==> src/include/uba_defs.svh <==
// Shared constants for the Unibus adapter interrupt block, included by the package and RTL
`ifndef UBA_DEFS_SVH
`define UBA_DEFS_SVH

////////////////////
// Status register
////////////////////

// Bridge address of the status register
`define UBA_SR_ADDR 4'h1

// PI level field positions in the register data word
`define UBA_SR_PIH_LSB 3
`define UBA_SR_PIL_LSB 0

// Read-only request summary bits
`define UBA_SR_INTHI_BIT 7
`define UBA_SR_INTLO_BIT 6

////////////////////
// Device grants
////////////////////

// One-hot grant codes, bit 3 is BR7 down to bit 0 for BR4
`define UBA_INT_NUL 4'b0000
`define UBA_INT_R7  4'b1000
`define UBA_INT_R6  4'b0100
`define UBA_INT_R5  4'b0010
`define UBA_INT_R4  4'b0001

// Unibus interrupt vector width
`define UBA_VEC_W 9

`endif

==> src/rtl/ubaPkg.sv <==
// Types shared by the interrupt block RTL and its testbench; import with ubaPkg::*
`include "uba_defs.svh"

package ubaPkg;

   ////////////////////
   // Scalar types
   ////////////////////

   // Processor PI level, 0 means disabled
   typedef logic [2:0] piLevelT;

   // One-hot PI request to the processor
   // Bit 1 is level 1 up to bit 7 for level 7
   typedef logic [7:1] piBusT;

   // One bit per bus request level
   // Bit 3 is BR7, bit 0 is BR4
   typedef logic [3:0] devMaskT;

   // Bridge register interface
   typedef logic [3:0]  regAddrT;
   typedef logic [15:0] regDataT;

   // Unibus interrupt vector
   typedef logic [`UBA_VEC_W-1:0] vectorT;

   ////////////////////
   // Structs
   ////////////////////

   // PI assignments held in the status register
   typedef struct packed {
      piLevelT piHigh;
      piLevelT piLow;
   } statusRegT;

   // Answer to a who-are-you cycle
   typedef struct packed {
      logic   hit;
      vectorT vector;
   } wruRespT;

endpackage

==> src/rtl/ubaIntrReq.sv <==
// Execute stage: forms the processor PI request and grants a device on a WRU cycle
`timescale 1ns/1ns

`include "uba_defs.svh"

module ubaIntrReq
   import ubaPkg::*;
(
   input  logic      clk,
   input  logic      rst,
   input  logic      wruRead,
   input  piLevelT   busPi,
   input  statusRegT status,
   input  devMaskT   devIntr,
   output piBusT     busIntr,
   output devMaskT   devIntA
);

   // Level number to one-hot PI bit
   // Level 0 gives no bit
   function automatic piBusT levelOneHot(input piLevelT lvl);
      piBusT oneHot;
      oneHot = '0;
      for (int i = 1; i <= 7; i++)
      begin
         oneHot[i] = (lvl == piLevelT'(i));
      end
      return oneHot;
   endfunction

   ////////////////////
   // PI request
   ////////////////////

   // Group request summaries
   logic reqHi;
   logic reqLo;

   assign reqHi = devIntr[3] | devIntr[2];
   assign reqLo = devIntr[1] | devIntr[0];

   // Per group one-hot request
   piBusT intrHi;
   piBusT intrLo;

   assign intrHi = reqHi ? levelOneHot(status.piHigh) : '0;
   assign intrLo = reqLo ? levelOneHot(status.piLow) : '0;

   // Both groups share the processor bus
   assign busIntr = intrHi | intrLo;

   ////////////////////
   // WRU grant
   ////////////////////

   devMaskT grantNext;

   // High group wins when both assignments match
   always_comb
   begin
      grantNext = `UBA_INT_NUL;
      if (wruRead)
      begin
         if (busPi == status.piHigh)
         begin
            // BR7 ahead of BR6
            if (devIntr[3])
               grantNext = `UBA_INT_R7;
            else if (devIntr[2])
               grantNext = `UBA_INT_R6;
         end
         else if (busPi == status.piLow)
         begin
            // BR5 ahead of BR4
            if (devIntr[1])
               grantNext = `UBA_INT_R5;
            else if (devIntr[0])
               grantNext = `UBA_INT_R4;
         end
      end
   end

   // Grant is a single cycle pulse
   always_ff @(posedge clk)
   begin
      if (rst)
         devIntA <= `UBA_INT_NUL;
      else
         devIntA <= grantNext;
   end

endmodule

==> src/rtl/ubaIntrTop.sv <==
// Top of the Unibus adapter interrupt block; connects the bridge and the device pins
`timescale 1ns/1ns

module ubaIntrTop
   import ubaPkg::*;
(
   input  logic         clk,
   input  logic         rst,
   // Bridge register access
   input  logic         regWrite,
   input  logic         regRead,
   input  regAddrT      regAddr,
   input  regDataT      regWriteData,
   output regDataT      regReadData,
   output logic         regReadValid,
   // Bridge PI and WRU
   input  logic         wruRead,
   input  piLevelT      busPi,
   output piBusT        busIntr,
   output wruRespT      wruResp,
   output logic         wruValid,
   // Device pins
   input  devMaskT      devIntr,
   output devMaskT      devIntA,
   input  vectorT [3:0] devVector
);

   // PI assignments from decode
   statusRegT status;

   // Decode
   ubaStatusDecode ubaStatusDecode_inst (
      .clk          (clk),
      .rst          (rst),
      .regWrite     (regWrite),
      .regRead      (regRead),
      .regAddr      (regAddr),
      .regWriteData (regWriteData),
      .devIntr      (devIntr),
      .status       (status),
      .regReadData  (regReadData),
      .regReadValid (regReadValid)
   );

   // Execute
   ubaIntrReq ubaIntrReq_inst (
      .clk     (clk),
      .rst     (rst),
      .wruRead (wruRead),
      .busPi   (busPi),
      .status  (status),
      .devIntr (devIntr),
      .busIntr (busIntr),
      .devIntA (devIntA)
   );

   // Result
   ubaVectorResult ubaVectorResult_inst (
      .clk       (clk),
      .rst       (rst),
      .wruRead   (wruRead),
      .devIntA   (devIntA),
      .devVector (devVector),
      .wruResp   (wruResp),
      .wruValid  (wruValid)
   );

endmodule

==> src/rtl/ubaStatusDecode.sv <==
// Decode stage: status register writes and reads from the bridge, holds the PI assignments
`timescale 1ns/1ns

`include "uba_defs.svh"

module ubaStatusDecode
   import ubaPkg::*;
(
   input  logic      clk,
   input  logic      rst,
   input  logic      regWrite,
   input  logic      regRead,
   input  regAddrT   regAddr,
   input  regDataT   regWriteData,
   input  devMaskT   devIntr,
   output statusRegT status,
   output regDataT   regReadData,
   output logic      regReadValid
);

   ////////////////////
   // Address decode
   ////////////////////

   // Status register select
   logic srSel;

   assign srSel = (regAddr == `UBA_SR_ADDR);

   // Request summaries per group
   logic intHi;
   logic intLo;

   // High group is BR7 and BR6
   assign intHi = devIntr[3] | devIntr[2];
   // Low group is BR5 and BR4
   assign intLo = devIntr[1] | devIntr[0];

   ////////////////////
   // Write path
   ////////////////////

   // PI fields load on a write to the status address
   always_ff @(posedge clk)
   begin
      if (rst)
      begin
         status <= '0;
      end
      else if (regWrite && srSel)
      begin
         status.piHigh <= regWriteData[`UBA_SR_PIH_LSB +: 3];
         status.piLow  <= regWriteData[`UBA_SR_PIL_LSB +: 3];
      end
   end

   ////////////////////
   // Read path
   ////////////////////

   // Register image as seen by the bridge
   regDataT srImage;

   always_comb
   begin
      srImage = '0;
      srImage[`UBA_SR_INTHI_BIT] = intHi;
      srImage[`UBA_SR_INTLO_BIT] = intLo;
      srImage[`UBA_SR_PIH_LSB +: 3] = status.piHigh;
      srImage[`UBA_SR_PIL_LSB +: 3] = status.piLow;
   end

   // Valid follows every read strobe by one cycle
   always_ff @(posedge clk)
   begin
      if (rst)
      begin
         regReadValid <= 1'b0;
      end
      else
      begin
         regReadValid <= regRead;
      end
   end

   // Read data captured with the strobe
   // Other addresses read back as zero
   always_ff @(posedge clk)
   begin
      if (regRead)
      begin
         regReadData <= srSel ? srImage : '0;
      end
   end

endmodule

==> src/rtl/ubaVectorResult.sv <==
// Result stage: turns a device grant into the WRU response carrying that device's vector
`timescale 1ns/1ns

`include "uba_defs.svh"

module ubaVectorResult
   import ubaPkg::*;
(
   input  logic         clk,
   input  logic         rst,
   input  logic         wruRead,
   input  devMaskT      devIntA,
   input  vectorT [3:0] devVector,
   output wruRespT      wruResp,
   output logic         wruValid
);

   ////////////////////
   // Stage alignment
   ////////////////////

   // WRU strobe delayed to line up with the grant
   logic wruDly;

   always_ff @(posedge clk)
   begin
      if (rst)
         wruDly <= 1'b0;
      else
         wruDly <= wruRead;
   end

   ////////////////////
   // Vector select
   ////////////////////

   // Vector of the granted device
   // Empty grant selects zero
   vectorT grantVec;
   logic   grantHit;

   always_comb
   begin
      case (devIntA)
         `UBA_INT_R7: grantVec = devVector[3];
         `UBA_INT_R6: grantVec = devVector[2];
         `UBA_INT_R5: grantVec = devVector[1];
         `UBA_INT_R4: grantVec = devVector[0];
         default:     grantVec = '0;
      endcase
   end

   assign grantHit = (devIntA != `UBA_INT_NUL);

   ////////////////////
   // Response register
   ////////////////////

   // One response per WRU, back to back allowed
   always_ff @(posedge clk)
   begin
      if (rst)
      begin
         wruValid <= 1'b0;
         wruResp  <= '0;
      end
      else
      begin
         wruValid <= wruDly;
         // Response holds between WRU cycles
         if (wruDly)
         begin
            wruResp.hit    <= grantHit;
            wruResp.vector <= grantVec;
         end
      end
   end

endmodule

==> config.mk <==
export PLATFORM = sky130hd
export DESIGN_NAME = ubaIntrTop
export DESIGN_NICKNAME = d
export VERILOG_FILES = /design/src/rtl/ubaPkg.sv /design/src/rtl/ubaIntrReq.sv /design/src/rtl/ubaIntrTop.sv /design/src/rtl/ubaStatusDecode.sv /design/src/rtl/ubaVectorResult.sv
export VERILOG_INCLUDE_DIRS = /design/src /design/src/include
export SDC_FILE = /design/constraint.sdc
export NUM_CORES = 1
export LEC_CHECK = 0
export BUFFER_PORTS_ARGS = -buffer_cell sky130_fd_sc_hd__buf_2
export CAP_MARGIN = 5
export CORE_MARGIN = 4
export CORE_UTILIZATION = 35
export DETAILED_ROUTE_END_ITERATION = 8
export GPL_ROUTABILITY_DRIVEN = 0
export GPL_TIMING_DRIVEN = 0
export HOLD_SLACK_MARGIN = 0.02
export MAX_ROUTING_LAYER = met4
export PLACE_DENSITY_LB_ADDON = 0.05
export SLEW_MARGIN = 20
export SYNTH_ARGS = -nofsm -noshare
export SYNTH_HDL_FRONTEND = slang
export SYNTH_HIERARCHICAL = 1
export SYNTH_SLANG_ARGS = --single-unit
==> constraint.sdc <==
create_clock -name clk -period 1.1 [get_ports clk]
set_input_delay 0.11 -clock clk [delete_from_list [all_inputs] [get_ports clk]]
set_output_delay 0.11 -clock clk [all_outputs]
set_load 0.01 [all_outputs]
==> impl_metrics.py, run 1 <==
metrics = {
    "outcome": {
        "status": "complete, but fails checks",
        "violations": "setup timing",
    },
    "routing": {
        "drt_first_iter_violations": 64,
        "vias": 1705,
        "drt-total-wl_um": 5190,
        "vias_per_cell": 5.01,
        "wl_per_cell_um": 15.3,
        "ant_nets": 0,
        "dr.pass1.iters": 4,
        "drcViolationCount": 0,
    },
    "clocking": {
        "cts_tree": "built",
        "htree_levels": 2,
        "cts_sinks": 31,
        "postCtsHoldBufs": 0,
        "clkTransAtPathRegs_ps": 60,
        "root_buffer": "clkbuf_8",
        "clk_latency_ps": 280,
        "clock_path_buffers": 2,
        "cts_buffers": 5,
    },
    "sta": {
        "period_minus_slack_ps": 1360,
        "tns_ps": -3230,
        "fin_skew_ps": 4.81,
        "layout_setup_ws_ps": -263,
        "rsz0062_at_grt": "yes",
        "relSlewSlack_pct": 61.9,
        "finalHoldViolCount": 0,
        "max_freq_mhz": 734,
        "fin_crit_sh_pct": 124,
        "tightest_slew_ps": 570,
        "report.final.slew_viol_count": 0,
        "finalSetupViolCount": 20,
    },
    "placed_design": {
        "port_buffers": 88,
        "dpl.hpwl_um": 3710,
    },
    "floorplanning": {
        "rows": 24,
        "start_util_pct": 37.3,
        "dieArea_um2": 5980,
        "core_um2": 4500,
        "die_w_um": 77.3,
        "ios": 107,
        "die_y_um": 77.3,
    },
    "synthesis": {
        "avgSynthCellArea_um2": 9.89,
        "synth_area_um2": 1680,
        "ys_ff_latch": 31,
        "async_reset_ff_share_pct": 0,
        "synthTopCellsByArea": "dfxtp_1, edfxtp_1, a22oi_1",
        "yosysTopAreaCellShare_pct": 27.4,
        "synth_flop_cell": "dfxtp_1",
        "seq_area_frac_synth_pct": 41.7,
        "yosysUniqueCellTypes": 39,
        "yosysTopAreaCell": "dfxtp_1",
        "synth_edf_count": 8,
        "yosys_warnings": 6,
        "synthCells": 170,
    },
    "power_and_ir_drop": {
        "power.total_uw": 2380,
        "p_leak_uw": 0.00117,
        "power_density_nw_per_um2": 878,
        "vdd_drop_max_v": 0.000517,
    },
    "layout": {
        "layout_commonest_cell": "buf_2",
        "fin_nets": 355,
        "n_fill_cell": 400,
        "final_cell_mix": "buf_2, buf_4, a22oi_1, dfxtp_1, nand2_1",
        "num_antenna_cells": 0,
        "drive_above_1_share_pct": 60.1,
        "syn2layout_area_growth_pct": 61.2,
    },
    "global_routing": {
        "grtUsageTotal_pct": 16.7,
        "grt_overflow": 0,
        "antenna_found_initial": 0,
        "grt_max_degree": 11,
        "grt_pass1_wl_um": 7760,
        "grt_pass1_vias": 1589,
    },
    "critical_path": {
        "startpoint_type": "flip-flop",
        "critPathMaxFanout": 4,
        "worst_ep_arrival_time_ps": 1250,
        "worstSetupPathType": "flip-flop to primary output",
        "cp.required_ps": 990,
        "end_kind": "primary output",
    },
    "job": {
        "drv_cap": 0,
    },
    "min_path": {
        "worst_hold_path_type": "input port to flip-flop",
    },
}
-- per-stage QoR --
stage / utilization, % / hold WS, ps / setup WS [ps] / area, um2 / std cells
6_report: 60.2 / 83.8 / -263 / 2710 / 340
5_1_grt: 60.2 / 99.8 / -302 / 2710 / 340
4_1_cts: 55.2 / 71.6 / -255 / 2490 / 334
3_5_place_dp: 49.5 / 350 / -183 / 2230 / 317
3_3_place_gp: 49.5 / 341 / -175 / 2230 / 317
2_1_floorplan: - / 172 / -24.2 / 1730 / 177
-- flip-flops by register name (all words and copies together), names as in the netlist --
signal and cells:
ubaVectorResult_inst/wruDly 1, ubaStatusDecode_inst/regReadData 8, ubaStatusDecode_inst/regReadValid 1, ubaVectorResult_inst/wruResp 10, ubaIntrReq_inst/devIntA 4, ubaStatusDecode_inst/status 6, ubaVectorResult_inst/wruValid 1
-- layout make-up --
| cell class | instances | area [um2] | area share [%] |
|---|---|---|---|
| clock buffer | 7 | 76.3 | 2.81 |
| timing repair buffer | 103 | 596 | 22.0 |
| sequential | 31 | 736 | 27.1 |
| buffer | 16 | 135 | 4.98 |
| tap | 52 | 65.1 | 2.40 |
| clock inverter | 1 | 5.00 | 0.185 |
| multi-input combinational | 130 | 1100 | 40.5 |
-- worst paths after layout --
kind | startpoint | to | slack, ps | cells after the start
min reg2reg | ubaVectorResult_inst/wruResp[4] | ubaVectorResult_inst/wruResp[4] | 450 | 2
max reg2reg | ubaIntrReq_inst/devIntA[0] | ubaVectorResult_inst/wruResp[3] | -200 | 5
min | wruRead | ubaVectorResult_inst/wruDly | 80 | 2
max | ubaStatusDecode_inst/status[5] | busIntr[3] | -260 | 4
-- per-layer routing --
layer | up-vias | wire (um) | GRT usage (%)
li1 | 855 | - | -
met3 | 4 | 256 | 4.10
met5 | - | 0 | -
met2 | 59 | 2650 | 26.3
met4 | 0 | 32 | 3.91
met1 | 787 | 2240 | 21.6
-- cell usage after synthesis (all sizes together), types with 3 or more instances --
cell type / count
xor2: 3
edfxtp: 8
nor4b: 3
nor2b: 7
o22ai: 6
buf: 14
a22oi: 18
nand2b: 9
xnor2: 4
o21ai: 17
and2: 7
nand4b: 6
dfxtp: 23
nand2: 11
o22a: 9
nor2: 3
-- repair_timing --
item | in CTS | in global routing
gates resized for setup | 29 | 35
setup endpoints to repair | 20 | 21
pin swaps | 10 | 12
cloned | 0 | 2
buffers inserted | 10 | 4
-- worst max-delay path, stage by stage (launching register included) --
cell and delay [ps]:
dfxtp_4 370, o21ai_4 60, or3_1 310, o31ai_1 70, buf_2 170
-- power by group --
part,internal [uW],leakage (uW),switching (uW)
sequential,1170,0.000275,14.8
combinational,181,0.000857,165
clock,443,0.0000422,404
-- cells by family (layout without fill, tap and decap cells) --
logic type / after synthesis / in the layout / synth area share, %
AO/OA/AOI/OAI: 57 / 57 / 24.0
XOR/XNOR: 7 / 7 / 3.65
buffers and inverters: 16 / 127 / 6.70
flip-flops: 31 / 31 / 41.7
other: 1 / 8 / 0.223
AND/OR/NAND/NOR: 58 / 58 / 23.8
No activity file was read; power rests on OpenSTA's default activity.
==> run 2, diff against run 1 <==
--- a/config.mk
+++ b/config.mk
@@ -8,8 +8,10 @@
 export LEC_CHECK = 0
 export BUFFER_PORTS_ARGS = -buffer_cell sky130_fd_sc_hd__buf_2
 export CAP_MARGIN = 5
+export CELL_PAD_IN_SITES_DETAIL_PLACEMENT = 1
+export CELL_PAD_IN_SITES_GLOBAL_PLACEMENT = 2
 export CORE_MARGIN = 4
-export CORE_UTILIZATION = 35
+export CORE_UTILIZATION = 21
 export DETAILED_ROUTE_END_ITERATION = 8
 export GPL_ROUTABILITY_DRIVEN = 0
 export GPL_TIMING_DRIVEN = 0
==> impl_metrics.py, run 2 (synthesis gave the netlist of run 1 again) <==
metrics = {
    "sta": {
        "tns_ps": -3010,
        "layout_setup_ws_ps": -279,
        "finalHoldViolCount": 0,
        "report.final.slew_viol_count": 0,
        "fin_crit_sh_pct": 125,
        "rsz0062_at_grt": "yes",
        "max_freq_mhz": 725,
        "period_minus_slack_ps": 1380,
        "fin_skew_ps": 2.32,
        "finalSetupViolCount": 18,
    },
    "critical_path": {
        "worstSetupPathType": "flip-flop to primary output",
        "startpoint_type": "flip-flop",
        "timing.rr.start": "ubaIntrReq_inst/devIntA[1]",
        "critPathMaxFanout": 4,
        "startpoint": "ubaStatusDecode_inst/status[5]",
        "cp.required_ps": 990,
        "end_kind": "primary output",
        "worst_ep_arrival_time_ps": 1270,
    },
    "power_and_ir_drop": {
        "power_density_nw_per_um2": 898,
        "vdd_drop_max_v": 0.000331,
        "p_leak_uw": 0.00116,
        "power.total_uw": 2450,
    },
    "layout": {
        "syn2layout_area_growth_pct": 62.4,
        "top_register": "ubaVectorResult_inst/wruResp",
        "num_antenna_cells": 0,
        "layout_commonest_cell": "buf_2",
        "design_area_um2": 2730,
        "largest_register_ffs": 10,
        "drive_above_1_share_pct": 60.1,
        "fin_cells": 390,
        "fin_nets": 355,
        "reg_top3": "ubaVectorResult_inst/wruResp x10, ubaStatusDecode_inst/regReadData x8, ubaStatusDecode_inst/status x6",
        "n_fill_cell": 935,
        "final_cell_mix": "buf_2, buf_4, a22oi_1, dfxtp_1, nand2_1",
    },
    "floorplanning": {
        "rows": 32,
        "start_util_pct": 21.6,
        "core_um2": 7770,
        "dieArea_um2": 9500,
        "die_y_um": 97.5,
        "ios": 107,
        "die_w_um": 97.5,
    },
    "routing": {
        "vias_per_cell": 4.47,
        "drcViolationCount": 0,
        "ant_nets": 0,
        "vias": 1743,
        "drt-total-wl_um": 5920,
        "wl_per_cell_um": 15.2,
        "drt_first_iter_violations": 17,
        "dr.pass1.iters": 4,
    },
    "job": {
        "drv_cap": 0,
    },
    "placed_design": {
        "dpl_cell_area_um2": 2290,
        "port_buffers": 88,
        "dp_slack_ps": -216,
        "placed_cells": 367,
        "dpl.hpwl_um": 4340,
    },
    "min_path": {
        "worst_hold_path_type": "input port to flip-flop",
        "holdCritStartpoint": "wruRead",
    },
    "global_routing": {
        "antenna_found_initial": 0,
        "grt_overflow": 0,
        "grt_pass1_vias": 1836,
        "grtUsageTotal_pct": 12.8,
        "grt_pass1_wl_um": 9420,
        "grt_max_degree": 11,
    },
    "clocking": {
        "cts_sinks": 31,
        "clkTransAtPathRegs_ps": 70,
        "clk_latency_ps": 280,
        "cts_buffers": 5,
        "htree_levels": 2,
        "root_buffer": "clkbuf_8",
        "clock_path_buffers": 2,
        "postCtsHoldBufs": 0,
        "cts_tree": "built",
    },
    "outcome": {
        "violations": "setup timing",
        "status": "complete, but fails checks",
    },
}
[run 2: cell counts in the layout (fill, tap and decap cells not counted)]
Identical to the previous run, type by type.
[run 2: worst max-delay path: stages (launching register included)]
cell     delay, ps
dfxtp_4        380
o21ai_4         60
or3_1          300
o31ai_1         70
buf_2          170
[run 2: repair_timing]
item                                    4_1_cts  5_1_grt
resized for setup                            28       30
endpoints found under the setup margin       21       21
pin swaps                                     8        7
buffers inserted                              8        6
cloned                                        0        1
[run 2: worst paths after layout]
kind                                          end  cells past startpoint  slack, ps
hold / removal        ubaVectorResult_inst/wruDly                      2         60
hold reg to reg   ubaVectorResult_inst/wruResp[2]                      2        450
setup reg to reg  ubaVectorResult_inst/wruResp[2]                      5       -170
setup / recovery                       busIntr[3]                      4       -280
[run 2: power breakdown]
group,total (uW),switching [uW],internal (uW)
Combinational,340,166,174
Clock,929,424,504
Sequential,1180,14.6,1170
Total,2450,605,1850
[run 2: per-stage QoR]
stage	util, %	hold slack [ps]
4_1_cts	32.8	64.7
2_1_floorplan	-	172
3_5_place_dp	29.5	357
5_1_grt	35.2	67.1
6_report	35.2	64.5
3_3_place_gp	29.5	358
[run 2: cell type report]
cell class | instances | area, um2 | share of cell area [%]
timing repair buffer | 103 | 578 | 21.2
clock inverter | 1 | 5.00 | 0.183
tap | 102 | 128 | 4.67
buffer | 16 | 128 | 4.67
sequential | 31 | 738 | 27.0
multi-input combinational | 130 | 1070 | 39.1
clock buffer | 7 | 86.3 | 3.16
[run 2: layer usage]
| layer | share of wire (%) | global-route usage [%] |
|---|---|---|
| met5 | 0 | - |
| met4 | 1.2 | 3.73 |
| met3 | 5.4 | 3.88 |
| met2 | 51 | 21.9 |
| met1 | 43 | 14.4 |
==> run 3, diff against run 2 <==
--- a/config.mk
+++ b/config.mk
@@ -12,10 +12,10 @@
 export CELL_PAD_IN_SITES_GLOBAL_PLACEMENT = 2
 export CORE_MARGIN = 4
 export CORE_UTILIZATION = 21
+export CTS_BUF_LIST = sky130_fd_sc_hd__clkbuf_8 sky130_fd_sc_hd__clkbuf_16
 export DETAILED_ROUTE_END_ITERATION = 8
 export GPL_ROUTABILITY_DRIVEN = 0
 export GPL_TIMING_DRIVEN = 0
-export HOLD_SLACK_MARGIN = 0.02
 export MAX_ROUTING_LAYER = met4
 export PLACE_DENSITY_LB_ADDON = 0.05
 export SLEW_MARGIN = 20
==> impl_metrics.py, run 3 (synthesis gave the netlist of run 1 again) <==
metrics = {
    "job": {
        "drv_cap": 0,
    },
    "outcome": {
        "status": "complete, but fails checks",
        "violations": "setup timing",
    },
    "layout": {
        "reg_top3": "ubaVectorResult_inst/wruResp x10, ubaStatusDecode_inst/regReadData x8, ubaStatusDecode_inst/status x6",
        "layout_commonest_cell": "buf_2",
        "design_area_um2": 2730,
        "fin_nets": 355,
        "final_cell_mix": "buf_2, buf_4, a22oi_1, dfxtp_1, nand2_1",
        "syn2layout_area_growth_pct": 62.4,
        "largest_register_ffs": 10,
        "post-route-util_pct": 35.2,
        "num_antenna_cells": 0,
        "drive_above_1_share_pct": 60.1,
        "top_register": "ubaVectorResult_inst/wruResp",
    },
    "min_path": {
        "holdCritStartpoint": "wruRead",
        "worst_hold_path_type": "input port to flip-flop",
    },
    "critical_path": {
        "crit_path_cell_trace": "o21ai_4 -> or3_1 -> o31ai_1 -> buf_2",
        "timing.rr.start": "ubaIntrReq_inst/devIntA[1]",
        "crit_family": "flip-flops",
        "end_kind": "primary output",
        "worst_ep_arrival_time_ps": 1270,
        "startpoint_type": "flip-flop",
        "r2r_slack_ps": -170,
        "critPathMaxFanout": 4,
        "worstSetupPathType": "flip-flop to primary output",
        "path_buf_inv": 1,
        "startpoint": "ubaStatusDecode_inst/status[5]",
        "slowest_stage": "dfxtp_4",
        "slowest_delay_ps": 380,
        "cp.required_ps": 990,
    },
    "sta": {
        "rsz0062_at_grt": "yes",
        "tns_ps": -3010,
        "layout_setup_ws_ps": -280,
        "period_minus_slack_ps": 1380,
        "fin_skew_ps": 2.32,
        "finalHoldViolCount": 0,
        "finalSetupViolCount": 18,
        "report.final.slew_viol_count": 0,
        "fin_crit_sh_pct": 125,
        "max_freq_mhz": 725,
    },
    "global_routing": {
        "grt_overflow": 0,
        "grt_pass1_vias": 1836,
        "grt_max_degree": 11,
        "grt_pass1_wl_um": 9420,
        "antenna_found_initial": 0,
        "grtUsageTotal_pct": 12.8,
    },
    "power_and_ir_drop": {
        "power_density_nw_per_um2": 895,
        "p_leak_uw": 0.00117,
        "vdd_drop_max_v": 0.000326,
    },
    "routing": {
        "vias": 1743,
        "wl_per_cell_um": 15.2,
        "drt-total-wl_um": 5920,
        "dr.pass1.iters": 4,
        "drt_first_iter_violations": 17,
        "drcViolationCount": 0,
        "vias_per_cell": 4.47,
        "ant_nets": 0,
    },
    "clocking": {
        "htree_levels": 2,
        "clkTransAtPathRegs_ps": 70,
        "clock_path_buffers": 2,
        "root_buffer": "clkbuf_8",
        "clk_latency_ps": 280,
        "cts_sinks": 31,
        "cts_tree": "built",
        "cts_buffers": 5,
        "postCtsHoldBufs": 0,
    },
    "floorplanning": {
        "rows": 32,
        "core_um2": 7770,
        "die_w_um": 97.5,
        "start_util_pct": 21.6,
        "ios": 107,
        "die_y_um": 97.5,
        "dieArea_um2": 9500,
    },
    "placed_design": {
        "port_buffers": 88,
        "dpl.hpwl_um": 4340,
        "dpl_cell_area_um2": 2290,
    },
}
[run 3: cell types whose count changed in the layout (fill, tap and decap cells not counted)]
cell	before	now
clkbuf_1	2	1
inv_1	0	1
[run 3: final timing paths]
kind | to | cells after the start
setup / recovery | busIntr[3] | 4
hold / removal | ubaVectorResult_inst/wruDly | 2
setup reg to reg | ubaVectorResult_inst/wruResp[2] | 5
hold reg to reg | ubaVectorResult_inst/wruResp[2] | 2
[run 3: power by group]
part / internal (uW) / switching, uW
logic: 174 / 166
registers: 1170 / 14.6
clock network: 495 / 425
total: 1840 / 606
[run 3: metal layers]
layer	up-vias	GRT usage, %	routed length (um)
met3	9	3.88	319
met4	0	3.73	72
li1	854	-	-
met1	816	14.4	2530
met2	64	21.9	2990
met5	-	-	0
[run 3: through the flow]
step | std cells | hold WS, ps | power, uW | setup slack [ps]
after global routing | 390 | 67.1 | 2600 | -361
after CTS | 383 | 64.7 | 2490 | -306
final | 390 | 64.5 | 2440 | -280
after global placement | 367 | 358 | 1530 | -221
after detailed placement | 367 | 357 | 1530 | -216
after floorplan | 177 | 172 | 1350 | -24.2
[run 3: area by class of cell]
cell class	count	area [um2]
timing repair buffer	103	578
buffer	16	128
multi-input combinational	130	1070
tap	102	128
sequential	31	738
clock inverter	2	8.76
clock buffer	6	82.6
fill	935	5040
[run 3: worst register-to-register path, stage by stage (launching register included)]
cell,delay [ps]
dfxtp_4,350
or2_4,270
nor3b_4,230
o31ai_4,100
buf_12,160
o21ai_1,110
[run 3: what timing repair did]
item / in CTS / in global routing
gates cloned: 0 / 1
endpoints found under the setup margin: 21 / 21
buffers inserted: 8 / 6
resized for setup: 28 / 30
pin swaps: 8 / 7
